**src/common/wr_master_consts.svh**
```systemverilog
// Write master constants
`ifndef WR_MASTER_CONSTS_SVH
`define WR_MASTER_CONSTS_SVH

// Bus widths
`define WM_ADDR_WIDTH 32
`define WM_DATA_WIDTH 32
`define WM_SIZE_WIDTH 20

// Protocol burst ceilings
`define WM_MAX_BURST_LEN 256
`define WM_MAX_BURST_BYTES 4096

// Bursts allowed to wait for a write response
`define WM_MAX_OUTSTANDING 8

// Derived widths and working burst size
`define WM_STRB_WIDTH (`WM_DATA_WIDTH/8)
`define WM_BYTE_SEL_WIDTH $clog2(`WM_STRB_WIDTH)
`define WM_BURST_LEN ((`WM_MAX_BURST_BYTES/`WM_STRB_WIDTH) < `WM_MAX_BURST_LEN ? \
  (`WM_MAX_BURST_BYTES/`WM_STRB_WIDTH) : `WM_MAX_BURST_LEN)
`define WM_BURST_BYTES (`WM_BURST_LEN*`WM_STRB_WIDTH)
`define WM_BEAT_CNT_WIDTH $clog2(`WM_BURST_LEN)
`define WM_WORDS_WIDTH (`WM_SIZE_WIDTH-`WM_BYTE_SEL_WIDTH)
`define WM_TXN_CNT_WIDTH (`WM_WORDS_WIDTH-`WM_BEAT_CNT_WIDTH)
`define WM_OUTSTANDING_WIDTH $clog2(`WM_MAX_OUTSTANDING+1)

`endif

```
**src/common/wm_axi_pkg.sv**
```systemverilog
// AXI bus side types
`default_nettype none

`include "wr_master_consts.svh"

package wm_axi_pkg;

  ////////////////////////////////////////////////////////////
  // Write address channel
  ////////////////////////////////////////////////////////////

  // Byte address on the memory side
  typedef logic [`WM_ADDR_WIDTH-1:0] addr_t;

  // Burst length in AXI form, beats minus one
  typedef logic [7:0] awlen_t;

  ////////////////////////////////////////////////////////////
  // Write data channel
  ////////////////////////////////////////////////////////////

  // One data word, same width on stream and memory side
  typedef logic [`WM_DATA_WIDTH-1:0] data_t;

  // Byte enables of one word
  typedef logic [`WM_STRB_WIDTH-1:0] strb_t;

endpackage : wm_axi_pkg

`default_nettype wire

```
**src/common/wm_xfer_pkg.sv**
```systemverilog
// Transfer bookkeeping types
`default_nettype none

`include "wr_master_consts.svh"

package wm_xfer_pkg;

  ////////////////////////////////////////////////////////////
  // Request size
  ////////////////////////////////////////////////////////////

  // Byte count as requested, or split into words and leftover bytes
  typedef union packed {
    logic [`WM_SIZE_WIDTH-1:0] byte_count;
    struct packed {
      // Whole data words
      logic [`WM_WORDS_WIDTH-1:0]    words;
      // Bytes used in a trailing partial word, zero when none
      logic [`WM_BYTE_SEL_WIDTH-1:0] rem_bytes;
    } split;
  } xfer_size_u;

  ////////////////////////////////////////////////////////////
  // Counters
  ////////////////////////////////////////////////////////////

  // Beats left in one burst
  typedef logic [`WM_BEAT_CNT_WIDTH-1:0] beat_cnt_t;

  // Bursts left in a transfer
  typedef logic [`WM_TXN_CNT_WIDTH-1:0] txn_cnt_t;

  // Free response slots
  typedef logic [`WM_OUTSTANDING_WIDTH-1:0] outstanding_t;

  ////////////////////////////////////////////////////////////
  // Sequencer FSM
  ////////////////////////////////////////////////////////////

  // Wait, register request, derive counts, run to final response
  typedef enum logic [1:0] {
    IDLE,
    CAPTURE,
    ARM,
    RUN
  } seq_state_e;

endpackage : wm_xfer_pkg

`default_nettype wire

```
**src/hdl/wm_beat_counter.sv**
```systemverilog
// Loadable up/down counter
`timescale 1ns/100ps
`default_nettype none

module wm_beat_counter #(
  parameter int               width = 8,
  parameter logic [width-1:0] init  = '0
) (
  input  wire               aclk,
  input  wire               areset,
  input  wire               load,
  input  wire               incr,
  input  wire               decr,
  input  wire [width-1:0]   load_value,
  output logic [width-1:0]  count,
  output logic              is_zero
);

  // Zero flag tracks the next count value so both change on the same edge
  always_ff @(posedge aclk) begin
    if (areset) begin
      count   <= init;
      is_zero <= (init == '0);
    end else if (load) begin
      // Load wins over any count request
      count   <= load_value;
      is_zero <= (load_value == '0);
    end else if (incr && !decr) begin
      // All ones wraps round to zero
      count   <= count + 1'b1;
      is_zero <= (count == '1);
    end else if (decr && !incr) begin
      // Zero wraps to all ones, so the flag drops
      count   <= count - 1'b1;
      is_zero <= (count == width'(1));
    end
    // Both or neither requested, hold
  end

endmodule : wm_beat_counter

`default_nettype wire

```
**src/hdl/wm_sequencer.sv**
```systemverilog
// Transfer sequencer
`timescale 1ns/100ps
`default_nettype none

`include "wr_master_consts.svh"

module wm_sequencer (
  input  wire                          aclk,
  input  wire                          areset,
  input  wire                          ctrl_start,
  input  wire wm_axi_pkg::addr_t       ctrl_addr_offset,
  input  wire wm_xfer_pkg::xfer_size_u ctrl_xfer_size,
  input  wire                          bvalid,
  input  wire                          w_done,
  output logic                         start,
  output wm_axi_pkg::addr_t            base_addr,
  output wm_xfer_pkg::txn_cnt_t        num_txns,
  output wm_xfer_pkg::beat_cnt_t       final_len,
  output wm_axi_pkg::strb_t            final_strb,
  output logic                         ctrl_done
);
  import wm_axi_pkg::*;
  import wm_xfer_pkg::*;

  // Low address bits inside one burst
  localparam addr_t addr_mask = addr_t'(`WM_BURST_BYTES - 1);

  seq_state_e                    state;
  xfer_size_u                    size_r;
  // Total words minus one
  logic [`WM_WORDS_WIDTH-1:0]    total_len_r;
  // Index of the highest valid byte in the final word
  logic [`WM_BYTE_SEL_WIDTH-1:0] last_byte_r;
  logic                          resp_final;

  ////////////////////////////////////////////////////////////
  // FSM
  ////////////////////////////////////////////////////////////

  always_ff @(posedge aclk) begin
    if (areset) begin
      state     <= IDLE;
      start     <= 1'b0;
      ctrl_done <= 1'b0;
    end else begin
      start     <= 1'b0;
      ctrl_done <= 1'b0;
      case (state)
        IDLE: begin
          // New requests only from here
          if (ctrl_start) begin
            state <= CAPTURE;
          end
        end
        CAPTURE: begin
          state <= ARM;
        end
        ARM: begin
          state <= RUN;
          start <= 1'b1;
        end
        RUN: begin
          // Final response, and all write data already gone
          if (bvalid && resp_final && w_done) begin
            ctrl_done <= 1'b1;
            state     <= IDLE;
          end
        end
        default: begin
          state <= IDLE;
        end
      endcase
    end
  end

  ////////////////////////////////////////////////////////////
  // Request decode
  ////////////////////////////////////////////////////////////

  always_ff @(posedge aclk) begin
    if (state == IDLE && ctrl_start) begin
      size_r.byte_count <= ctrl_xfer_size.byte_count;
      // Start on a burst boundary
      base_addr         <= ctrl_addr_offset & ~addr_mask;
    end
    if (state == CAPTURE) begin
      // Round up to whole words, then minus one
      total_len_r <= (size_r.split.rem_bytes != '0) ? size_r.split.words
                                                    : size_r.split.words - 1'b1;
      // No leftover bytes wraps to the top byte, so a full word
      last_byte_r <= size_r.split.rem_bytes - 1'b1;
    end
    if (state == ARM) begin
      num_txns  <= total_len_r[`WM_BEAT_CNT_WIDTH +: `WM_TXN_CNT_WIDTH];
      final_len <= total_len_r[`WM_BEAT_CNT_WIDTH-1:0];
      for (int i = 0; i < `WM_STRB_WIDTH; i++) begin
        final_strb[i] <= (i <= last_byte_r);
      end
    end
  end

  // Responses left; zero flag marks the last one expected
  wm_beat_counter #(
    .width ($bits(txn_cnt_t)),
    .init  ('0)
  ) resp_cnt_inst (
    .aclk       (aclk),
    .areset     (areset),
    .load       (start),
    .incr       (1'b0),
    .decr       (bvalid),
    .load_value (num_txns),
    .count      (),
    .is_zero    (resp_final)
  );

endmodule : wm_sequencer

`default_nettype wire

```
**src/hdl/wm_write_master.sv**
```systemverilog
// Stream to AXI4 write master
`timescale 1ns/100ps
`default_nettype none

module wm_write_master (
  input  wire                          aclk,
  input  wire                          areset,
  // Request
  input  wire                          ctrl_start,
  input  wire wm_axi_pkg::addr_t       ctrl_addr_offset,
  input  wire wm_xfer_pkg::xfer_size_u ctrl_xfer_size,
  output wire                          ctrl_done,
  // AXI4 write address
  output wire                          m_axi_awvalid,
  input  wire                          m_axi_awready,
  output wm_axi_pkg::addr_t            m_axi_awaddr,
  output wm_axi_pkg::awlen_t           m_axi_awlen,
  // AXI4 write data
  output wire                          m_axi_wvalid,
  input  wire                          m_axi_wready,
  output wm_axi_pkg::data_t            m_axi_wdata,
  output wm_axi_pkg::strb_t            m_axi_wstrb,
  output wire                          m_axi_wlast,
  // AXI4 write response
  input  wire                          m_axi_bvalid,
  output wire                          m_axi_bready,
  // AXI4-Stream input
  input  wire                          s_axis_tvalid,
  output wire                          s_axis_tready,
  input  wire wm_axi_pkg::data_t       s_axis_tdata
);
  import wm_axi_pkg::*;
  import wm_xfer_pkg::*;

  // Transfer setup, held from one start to the next
  logic      start;
  addr_t     base_addr;
  txn_cnt_t  num_txns;
  beat_cnt_t final_len;
  strb_t     final_strb;
  // Data to address side handoff
  logic      burst_first;
  logic      w_done;

  // Responses are always taken
  assign m_axi_bready = 1'b1;

  wm_sequencer wm_sequencer_inst (
    .aclk             (aclk),
    .areset           (areset),
    .ctrl_start       (ctrl_start),
    .ctrl_addr_offset (ctrl_addr_offset),
    .ctrl_xfer_size   (ctrl_xfer_size),
    .bvalid           (m_axi_bvalid),
    .w_done           (w_done),
    .start            (start),
    .base_addr        (base_addr),
    .num_txns         (num_txns),
    .final_len        (final_len),
    .final_strb       (final_strb),
    .ctrl_done        (ctrl_done)
  );

  wm_data_channel wm_data_channel_inst (
    .aclk        (aclk),
    .areset      (areset),
    .start       (start),
    .num_txns    (num_txns),
    .final_len   (final_len),
    .final_strb  (final_strb),
    .tvalid      (s_axis_tvalid),
    .tdata       (s_axis_tdata),
    .wready      (m_axi_wready),
    .tready      (s_axis_tready),
    .wvalid      (m_axi_wvalid),
    .wdata       (m_axi_wdata),
    .wstrb       (m_axi_wstrb),
    .wlast       (m_axi_wlast),
    .burst_first (burst_first),
    .w_done      (w_done)
  );

  wm_addr_channel wm_addr_channel_inst (
    .aclk        (aclk),
    .areset      (areset),
    .start       (start),
    .base_addr   (base_addr),
    .num_txns    (num_txns),
    .final_len   (final_len),
    .burst_first (burst_first),
    .awready     (m_axi_awready),
    .bvalid      (m_axi_bvalid),
    .awvalid     (m_axi_awvalid),
    .awaddr      (m_axi_awaddr),
    .awlen       (m_axi_awlen)
  );

endmodule : wm_write_master

`default_nettype wire

```
**src/write_channel/wm_addr_channel.sv**
```systemverilog
// Write address channel
`timescale 1ns/100ps
`default_nettype none

`include "wr_master_consts.svh"

module wm_addr_channel (
  input  wire                         aclk,
  input  wire                         areset,
  input  wire                         start,
  input  wire wm_axi_pkg::addr_t      base_addr,
  input  wire wm_xfer_pkg::txn_cnt_t  num_txns,
  input  wire wm_xfer_pkg::beat_cnt_t final_len,
  input  wire                         burst_first,
  input  wire                         awready,
  input  wire                         bvalid,
  output logic                        awvalid,
  output wm_axi_pkg::addr_t           awaddr,
  output wm_axi_pkg::awlen_t          awlen
);
  import wm_axi_pkg::*;
  import wm_xfer_pkg::*;

  logic awxfer;
  // No burst has data waiting for its address
  logic pending_zero;
  logic final_burst;
  // Every response slot taken
  logic stall;

  assign awxfer = awvalid & awready;

  ////////////////////////////////////////////////////////////
  // Address issue
  ////////////////////////////////////////////////////////////

  // Raise only behind data and with a free slot; hold until accepted
  always_ff @(posedge aclk) begin
    if (areset) begin
      awvalid <= 1'b0;
    end else if (!awvalid && !pending_zero && !stall) begin
      awvalid <= 1'b1;
    end else if (awready) begin
      awvalid <= 1'b0;
    end
  end

  // One burst worth of bytes per accepted address
  always_ff @(posedge aclk) begin
    if (start) begin
      awaddr <= base_addr;
    end else if (awxfer) begin
      awaddr <= awaddr + addr_t'(`WM_BURST_BYTES);
    end
  end

  assign awlen = final_burst ? awlen_t'(final_len) : awlen_t'(`WM_BURST_LEN - 1);

  ////////////////////////////////////////////////////////////
  // Tallies
  ////////////////////////////////////////////////////////////

  // Bursts whose first word is seen but address not yet sent
  wm_beat_counter #(
    .width ($bits(txn_cnt_t)),
    .init  ('0)
  ) pending_cnt_inst (
    .aclk       (aclk),
    .areset     (areset),
    .load       (1'b0),
    .incr       (burst_first),
    .decr       (awxfer),
    .load_value ('0),
    .count      (),
    .is_zero    (pending_zero)
  );

  // Addresses still to issue in this transfer
  wm_beat_counter #(
    .width ($bits(txn_cnt_t)),
    .init  ('0)
  ) burst_cnt_inst (
    .aclk       (aclk),
    .areset     (areset),
    .load       (start),
    .incr       (1'b0),
    .decr       (awxfer),
    .load_value (num_txns),
    .count      (),
    .is_zero    (final_burst)
  );

  // Free response slots, taken by an address and returned by a response
  wm_beat_counter #(
    .width ($bits(outstanding_t)),
    .init  (outstanding_t'(`WM_MAX_OUTSTANDING))
  ) vacancy_cnt_inst (
    .aclk       (aclk),
    .areset     (areset),
    .load       (1'b0),
    .incr       (bvalid),
    .decr       (awxfer),
    .load_value ('0),
    .count      (),
    .is_zero    (stall)
  );

endmodule : wm_addr_channel

`default_nettype wire

```
**src/write_channel/wm_data_channel.sv**
```systemverilog
// Write data channel
`timescale 1ns/100ps
`default_nettype none

`include "wr_master_consts.svh"

module wm_data_channel (
  input  wire                         aclk,
  input  wire                         areset,
  input  wire                         start,
  input  wire wm_xfer_pkg::txn_cnt_t  num_txns,
  input  wire wm_xfer_pkg::beat_cnt_t final_len,
  input  wire wm_axi_pkg::strb_t      final_strb,
  input  wire                         tvalid,
  input  wire wm_axi_pkg::data_t      tdata,
  input  wire                         wready,
  output logic                        tready,
  output logic                        wvalid,
  output wm_axi_pkg::data_t           wdata,
  output wm_axi_pkg::strb_t           wstrb,
  output logic                        wlast,
  output logic                        burst_first,
  output logic                        w_done
);
  import wm_xfer_pkg::*;

  logic      running;
  logic      wxfer;
  logic      final_txn;
  logic      single_txn;
  logic      almost_final_txn;
  logic      final_xfer;
  logic      beat_load;
  beat_cnt_t beat_load_value;
  txn_cnt_t  bursts_left;
  // Next word opens a burst
  logic      wfirst;
  // First word of this burst already reported
  logic      first_seen;

  ////////////////////////////////////////////////////////////
  // Stream pass-through
  ////////////////////////////////////////////////////////////

  // Nothing moves until the sequencer has armed the counters
  assign wvalid = tvalid & running;
  assign tready = wready & running;
  assign wdata  = tdata;
  assign wxfer  = wvalid & wready;

  assign final_xfer = wxfer & wlast & final_txn;

  // Partial mask only on the closing word of the transfer
  assign wstrb = (wlast && final_txn) ? final_strb : '1;

  always_ff @(posedge aclk) begin
    if (areset) begin
      running <= 1'b0;
      w_done  <= 1'b0;
    end else begin
      if (start) begin
        running <= 1'b1;
        w_done  <= 1'b0;
      end else if (final_xfer) begin
        running <= 1'b0;
        w_done  <= 1'b1;
      end
    end
  end

  ////////////////////////////////////////////////////////////
  // Beat and burst tallies
  ////////////////////////////////////////////////////////////

  assign single_txn       = (num_txns == '0);
  assign almost_final_txn = (bursts_left == txn_cnt_t'(1));

  // Short burst comes last; a full burst needs no reload since zero wraps
  assign beat_load       = start | (wxfer & wlast & almost_final_txn);
  assign beat_load_value = (start && !single_txn) ? beat_cnt_t'(`WM_BURST_LEN - 1)
                                                  : final_len;

  wm_beat_counter #(
    .width ($bits(beat_cnt_t)),
    .init  (beat_cnt_t'(`WM_BURST_LEN - 1))
  ) beat_cnt_inst (
    .aclk       (aclk),
    .areset     (areset),
    .load       (beat_load),
    .incr       (1'b0),
    .decr       (wxfer),
    .load_value (beat_load_value),
    .count      (),
    .is_zero    (wlast)
  );

  wm_beat_counter #(
    .width ($bits(txn_cnt_t)),
    .init  ('0)
  ) burst_cnt_inst (
    .aclk       (aclk),
    .areset     (areset),
    .load       (start),
    .incr       (1'b0),
    .decr       (wxfer & wlast),
    .load_value (num_txns),
    .count      (bursts_left),
    .is_zero    (final_txn)
  );

  ////////////////////////////////////////////////////////////
  // First-beat pulse for the address side
  ////////////////////////////////////////////////////////////

  always_ff @(posedge aclk) begin
    if (areset) begin
      wfirst      <= 1'b1;
      first_seen  <= 1'b0;
      burst_first <= 1'b0;
    end else begin
      if (wxfer) begin
        wfirst <= wlast;
      end
      // Cleared by any transfer, so a one-beat burst still gets its pulse
      if (wxfer) begin
        first_seen <= 1'b0;
      end else if (wvalid && wfirst) begin
        first_seen <= 1'b1;
      end
      burst_first <= wvalid & wfirst & ~first_seen;
    end
  end

endmodule : wm_data_channel

`default_nettype wire
```
**config.mk**
```make
export PLATFORM = sky130hd
export DESIGN_NAME = wm_write_master
export DESIGN_NICKNAME = d
export VERILOG_FILES = /design/src/common/wm_axi_pkg.sv /design/src/common/wm_xfer_pkg.sv /design/src/hdl/wm_beat_counter.sv /design/src/hdl/wm_sequencer.sv /design/src/hdl/wm_write_master.sv /design/src/write_channel/wm_addr_channel.sv /design/src/write_channel/wm_data_channel.sv
export VERILOG_INCLUDE_DIRS = /design/src /design/src/common
export SDC_FILE = /design/constraint.sdc
export NUM_CORES = 1
export LEC_CHECK = 0
export BUFFER_PORTS_ARGS = -buffer_cell sky130_fd_sc_hd__buf_2
export CAP_MARGIN = 20
export CORE_MARGIN = 5
export CORE_UTILIZATION = 50
export CTS_CLUSTER_DIAMETER = 100
export DETAILED_ROUTE_END_ITERATION = 10
export PLACE_DENSITY = 0.68
export SLEW_MARGIN = 10
export SYNTH_ARGS = -nofsm -noshare
export SYNTH_HDL_FRONTEND = slang
export SYNTH_HIERARCHICAL = 1
export SYNTH_SLANG_ARGS = --single-unit
```
**constraint.sdc**
```tcl
create_clock -name aclk -period 2.8 [get_ports aclk]
set_clock_uncertainty 0.1 [all_clocks]
set_input_delay 0.14 -clock aclk [delete_from_list [all_inputs] [get_ports aclk]]
set_output_delay 0.14 -clock aclk [all_outputs]
set_load 0.03 [all_outputs]
```
Word level (Yosys, flattened, before mapping)
Index checks and enable logic that the tools add are counted.
{"block": "totals", "input_bits": 91, "register_bits": 183}
{"block": "op_classes", "eq_ne": 13, "addsub": 11, "bitwise_logic": 12, "n_reduce_logical": 35, "order_cmp": 3, "mux": 39}
{"op": "$mux 10", "count": 8}
{"op": "$mux 32", "count": 2}
{"op": "$eq 10x1->1 const B", "count": 4}
{"op": "$sub 10x1->10 const B", "count": 4}
{"op": "$add 32x11->32 const B", "count": 1}
{"op": "$mux 8", "count": 4}
{"op": "$mux 1", "count": 18}
{"op": "$mux 18", "count": 1}
{"op": "$reduce_bool 2->1", "count": 9}
{"op": "$sub 18x1->18 const B", "count": 1}
{"op": "$logic_and 1x1->1", "count": 12}
{"op": "$mux 4", "count": 3}
{"op": "$add 10x1->10 const B", "count": 1}
{"op": "$eq 10x10->1 const B", "count": 1}
{"op": "$logic_not 10->1", "count": 1}
{"op": "$and 1x1->1", "count": 9}
{"op": "$eq 8x1->1 const B", "count": 1}
{"op": "$logic_not 8->1", "count": 1}
{"op": "$pmux 2 s4", "count": 1}
{"op": "$sub 8x1->8 const B", "count": 1}
{"op": "$logic_not 1->1", "count": 7}
{"op": "$reduce_or 2->1", "count": 3}
{"op": "$add 4x1->4 const B", "count": 1}
{"op": "$eq 2x2->1 const B", "count": 2}
{"op": "14 further kinds", "count": 17}

Longest topological paths before layout
{"block": "depth", "word_depth": 6, "ltp_mapped": 9, "mapped_depth_nobuf": 8}

Cells and area by module
The synthesis kept the hierarchy.
{"module": "wm_beat_counter at wm_addr_channel_inst.burst_cnt_inst ...", "area_per_inst_um2": 922.1, "cells_each": 108, "seq_area_each_um2": 220.2, "n_inst": 4}
{"module": "wm_sequencer", "area_per_inst_um2": 3198.1, "cells_each": 170, "seq_area_each_um2": 2572.5, "n_inst": 1}
{"module": "wm_addr_channel", "area_per_inst_um2": 1788.0, "cells_each": 173, "seq_area_each_um2": 980.9, "n_inst": 1}
{"module": "wm_beat_counter at wm_data_channel_inst.beat_cnt_inst", "area_per_inst_um2": 718.2, "cells_each": 84, "seq_area_each_um2": 180.2, "n_inst": 1}
{"module": "wm_data_channel", "area_per_inst_um2": 564.3, "cells_each": 74, "seq_area_each_um2": 100.1, "n_inst": 1}
{"module": "wm_beat_counter at wm_addr_channel_inst.vacancy_cnt_inst", "area_per_inst_um2": 354.1, "cells_each": 42, "seq_area_each_um2": 100.1, "n_inst": 1}
{"module": "wm_write_master", "area_per_inst_um2": 11.3, "cells_each": 2, "seq_area_each_um2": 0.0, "n_inst": 1}

Least setup slack after synthesis
No wires, ideal clock.
{"block": "synth_path", "path_type": "register to register", "startpoint": "register wm_sequencer_inst/size_r[0] in the netlist's numbering", "endpoint": "register wm_sequencer_inst.total_len_r[11] (data pin)", "t_arrival_ns": 1.902, "path_stages_with_launch": 7, "path_buffers": 0, "t_required_ns": 2.442, "setup_time_ns": 0.258, "setup_slack_ns": 0.541, "period_less_slack_ns": 2.259, "path_cell_list": "edfxtp_1 inv_1 ha_1 or3b_2 nand4bb_4 or4_1 xnor2_1"}
{"block": "synth_via", "elab_chain_len": 2}
{"item": "start: declaration", "line_no": "wm_sequencer.sv:29", "text": "xfer_size_u size_r;"}
{"item": "$reduce_bool 2->1", "line_no": "wm_sequencer.sv:88", "text": "total_len_r <= (size_r.split.rem_bytes != '0) ? size_r.split.words"}
{"item": "$mux 18", "line_no": "wm_sequencer.sv:88"}
{"item": "end signal: assignment", "line_no": "wm_sequencer.sv:88"}
{"item": "end: declaration", "line_no": "wm_sequencer.sv:31", "text": "logic [`WM_WORDS_WIDTH-1:0] total_len_r;"}
Every way passes these cells.
A chain may end at the register's enable or synchronous reset.

Worst setup path after layout
{"block": "layout_path", "startpoint": "register wm_sequencer_inst.num_txns[7]", "endpoint": "register wm_data_channel_inst.beat_cnt_inst.is_zero"}
{"block": "layout_via", "elab_chain_len": 6}
{"item": "start: declaration", "line_no": "wm_sequencer.sv:17", "text": "output wm_xfer_pkg::txn_cnt_t num_txns,"}
{"item": "start signal: assignment", "line_no": "wm_sequencer.sv:94", "text": "num_txns <= total_len_r[`WM_BEAT_CNT_WIDTH +: `WM_TXN_CNT_WIDTH];"}
{"item": "$logic_not 10->1", "line_no": "wm_data_channel.sv:75", "text": "assign single_txn = (num_txns == '0);"}
{"item": "$logic_not 1->1", "line_no": "wm_data_channel.sv:80", "text": "assign beat_load_value = (start && !single_txn) ? beat_cnt_t'(`WM_BURST_LEN - 1)"}
{"item": "$logic_and 1x1->1", "line_no": "wm_data_channel.sv:80"}
{"item": "$mux 8", "line_no": "wm_data_channel.sv:80"}
{"item": "via wm_data_channel_inst.beat_load_value[5]", "line_no": "wm_data_channel.sv:34", "text": "beat_cnt_t beat_load_value;"}
{"item": "$logic_not 8->1", "line_no": "wm_beat_counter.sv:27", "text": "is_zero <= (load_value == '0);"}
{"item": "$mux 1", "line_no": "wm_beat_counter.sv:24", "text": "end else if (load) begin"}
{"item": "end signal: assignment", "line_no": "wm_beat_counter.sv:23", "text": "is_zero <= (init == '0);"}
{"item": "end signal: assignment", "line_no": "wm_beat_counter.sv:27"}
{"item": "end signal: assignment", "line_no": "wm_beat_counter.sv:31", "text": "is_zero <= (count == '1);"}
{"item": "end: declaration", "line_no": "wm_beat_counter.sv:16", "text": "output logic is_zero"}
The timed path passes the listed nets, and every way through them passes these cells.

==> impl_metrics.py <==
metrics = {
    "timing": {
        "tightest_slew_ps": 836,
        "fin_crit_ps": 2540,
        "max_freq_mhz": 394,
        "finalCritPeriodShare_pct": 90.7,
        "timing.hold.ws_ps": 89.7,
        "setup_viol": 0,
        "hold_viol": 0,
        "rsz0062_at_grt": "no",
        "relSlewSlack_pct": 44.3,
        "maxSlewViolCount": 0,
        "setup_tns_ps": 0,
    },
    "floorplanning": {
        "rows": 52,
        "core_sq_um": 20300,
        "die_x_um": 154,
        "start_util_pct": 50.9,
        "fp.dieH_um": 154,
        "ios": 173,
        "die_area_sq_um": 23600,
    },
    "detailed_routing": {
        "vias": 7552,
        "drc_errors": 0,
        "wl_um": 21800,
        "antenna_left": 0,
        "dr.first_iter.drc_count": 523,
        "avgViaCountPerCell": 5.32,
        "drt_first_pass_iters": 5,
        "wire_per_inst_um": 15.3,
    },
    "pwr": {
        "ir_worst_vdd_mv": 0.473,
        "swShare_pct": 33.2,
        "total_leakage_power_uw": 0.00449,
        "pwr_density_cell_nw_per_um2": 749,
        "power_uw": 9000,
        "pwr-share-clk_pct": 27.3,
        "power_switching_uw": 2990,
        "comb_power_share_pct": 26.1,
        "p_int_uw": 6010,
        "p_seq_share_pct": 46.6,
    },
    "synth": {
        "synth_top_family_by_area": "simple AND/OR/NAND/NOR gates",
        "syn_inst": 977,
        "synth-xor-area-share_pct": 4.99,
        "syn_area_sq_um": 10300,
        "yosysTopAreaCell": "edfxtp_1",
        "yosysWarnings": 6,
        "syn_avg_cell_area_sq_um": 10.6,
        "synth-async-reset-ratio_pct": 0,
        "synth_compound_area_share_pct": 12.8,
        "synthMuxAreaShare_pct": 0.897,
        "yosysSeqAreaShare_pct": 46.6,
        "synth_seq_cells": 183,
        "synth_top_flop_cell": "edfxtp_1",
        "synthAdderAreaFrac_pct": 3.15,
        "synthSimpleGateAreaFrac_pct": 24.5,
        "yosys.area.top_type_share_pct": 33.5,
        "ys_types": 85,
        "synth_edf_count": 115,
        "netlist_top_cells_area": "edfxtp_1 33%, dfxtp_1 13%, buf_4 3.8%",
    },
    "critical_path": {
        "cp_cell_sequence": "nor4_1, a31oi_1, or2_1, or4_1, nor4_1, a41oi_1, a21oi_1",
        "slowest_delay_ps": 510,
        "reg2reg_from": "wm_sequencer_inst/num_txns[7]",
        "start_kind": "flip-flop",
        "slowest_stage": "or4_1",
        "required_ps": 3060,
        "cpMostUsedCell": "nor4_1",
        "r2r-end": "wm_data_channel_inst/beat_cnt_inst/is_zero",
        "r2r_cells": 7,
        "critical_path_buf_inv_count": 0,
        "crit_type": "flip-flop to flip-flop",
        "cp-end-kind": "flip-flop",
        "worstPathArrival_ps": 2800,
        "critical-path-top-delay-family": "simple AND/OR/NAND/NOR gates",
        "reg2reg_slack_ps": 260,
        "path_max_fanout": 8,
    },
    "global_route": {
        "grt_max_degree": 38,
        "gr-total-overflow": 0,
        "grt_util_all_layers_pct": 18.5,
        "grt_pass1_wl_um": 36600,
        "antenna_found_initial": 0,
        "grt_pass1_vias": 7366,
    },
    "place": {
        "place.detailed.hpwl_um": 15300,
        "port_buffers": 96,
        "dp_cells": 1342,
        "globalplace.congestion": 0.834,
    },
    "finish": {
        "nFillCells": 1730,
        "nNetsFinal": 1253,
        "drive_above_1_share_pct": 19.2,
        "final_cell_count_no_fill": 1420,
        "layout_common_cells": "115 x edfxtp_1, 96 x buf_2, 86 x nand2_1",
        "syn2layout_area_growth_pct": 16.4,
        "final_common_cell": "edfxtp_1",
        "fin_util_pct": 59.2,
    },
    "outcome": {
        "status": "completed",
    },
    "job": {
        "cap_violations": 0,
    },
    "hold_path": {
        "hold_path.class": "input port to flip-flop",
        "worstHoldPathCells": 4,
        "worstHoldEndpoint": "wm_data_channel_inst/first_seen",
        "min_from": "s_axis_tvalid",
    },
    "cts": {
        "cts_buffers": 17,
        "cts_max_path_buffers": 2,
        "cts_root_buffer": "clkbuf_16",
        "clock-sinks": 183,
        "ctsResizeCount": 0,
        "cts_tree": "yes",
        "clk_pin_slew_ps": 70,
        "cts_setup_buffers": 0,
        "clk_latency_ps": 430,
        "htree_num_levels": 4,
        "ctsHoldBuffers": 45,
    },
}
routing by layer:
| metal | share of wire [%] | global-route usage, % | vias to the layer above |
|---|---|---|---|
| met2 | 47 | 30.3 | 173 |
| met4 | 2.0 | 5.80 | 0 |
| met3 | 4.5 | 3.65 | 39 |
| met1 | 47 | 24.8 | 3517 |
| li1 | - | - | 3823 |
| met5 | 0 | 0 | - |
power by group through the flow:
stage	Clock (uW)	Combinational (uW)	Sequential [uW]
final	2450	2350	4190
after global routing	2640	2610	4280
after CTS	2520	2340	4190
after detailed placement	0	2290	4240
after global placement	0	2250	4220
after floorplan	0	1820	4210
cell usage after synthesis, types with 5 or more instances:
cell	n
edfxtp_1	115
nand2_1	86
dfxtp_1	68
buf_4	52
nor2_1	51
nor3_1	42
inv_1	33
xnor2_1	33
ha_1	26
a21oi_1	25
xor2_1	24
nand3b_1	23
o21ai_0	23
and2_1	20
and3_1	19
clkbuf_1	19
or2_2	17
nand3_1	16
o22ai_1	16
o211ai_1	15
nand2b_1	14
nor4_1	14
nand4_1	11
o31ai_1	11
nor4b_1	10
a31oi_1	9
o21a_1	9
a21o_1	8
nand4b_1	8
nor4b_4	8
or2_1	8
or3_1	8
mux2i_1	7
or4_1	7
a2111oi_2	5
a211o_1	5
buf_2	5
conb_1	5
nor2b_1	5
o32ai_1	5
state kept, by name, indices dropped and copies added (netlist names), 2 cells and up:
| register | flops |
|---|---|
| wm_addr_channel_inst/vacancy_cnt_inst/count | 4 |
| wm_sequencer_inst/final_len | 8 |
| wm_sequencer_inst/final_strb | 3 |
| wm_addr_channel_inst/pending_cnt_inst/count | 10 |
| wm_addr_channel_inst/awaddr | 32 |
| wm_addr_channel_inst/burst_cnt_inst/count | 10 |
| wm_sequencer_inst/resp_cnt_inst/count | 10 |
| wm_data_channel_inst/beat_cnt_inst/count | 8 |
| wm_sequencer_inst/base_addr | 22 |
| wm_sequencer_inst/total_len_r | 18 |
| wm_sequencer_inst/last_byte_r | 2 |
| wm_data_channel_inst/burst_cnt_inst/count | 10 |
| wm_sequencer_inst/num_txns | 10 |
| wm_sequencer_inst/state | 2 |
| wm_sequencer_inst/size_r | 20 |
cell type report:
cell class              count  area, sq um  share of cell area (%)
inverters                  33          124                    1.03
repair buffers            158         1070                    8.91
clock inverters            15          178                    1.48
flip-flops and latches    183         4820                    40.1
clock buffers              17          425                    3.54
well taps                 270          338                    2.81
diodes                      1         2.50                  0.0208
multi-input cells         743         5060                    42.1
cells by family after synthesis:
family                   Yosys count
other                              5
adder cells (fa/ha/maj)           26
multiplexers                       9
XOR/XNOR                          58
buffers and inverters            118
flip-flops                       183
AND/OR/NAND/NOR                  405
AO/OA/AOI/OAI                    173
worst max path at each step:
stage,startpoint,to,slack [ps],cells past startpoint
floorplan,wm_sequencer_inst/size_r[0],wm_sequencer_inst/total_len_r[11],540,6
finish,wm_sequencer_inst/num_txns[7],wm_data_channel_inst/beat_cnt_inst/is_zero,260,7
global placement,wm_sequencer_inst/num_txns[7],wm_data_channel_inst/beat_cnt_inst/is_zero,290,7
CTS,wm_sequencer_inst/num_txns[7],wm_data_channel_inst/beat_cnt_inst/is_zero,230,7
global route,wm_sequencer_inst/num_txns[7],wm_data_channel_inst/beat_cnt_inst/is_zero,60,7
detailed placement,wm_sequencer_inst/num_txns[7],wm_data_channel_inst/beat_cnt_inst/is_zero,260,7
worst min-delay path: stages:
cell,delay [ps]
buf_2,90
and2_1,150
a21oi_1,80
nor3_1,110
through the flow:
stage | instance area [sq um] | worst slack, ps
3_5_place_dp | 11000 | 263
2_1_floorplan | 10600 | 541
6_report | 12000 | 262
4_1_cts | 12000 | 235
3_3_place_gp | 11000 | 285
5_1_grt | 12000 | 63.3
Power figures use the tool's default switching activity.
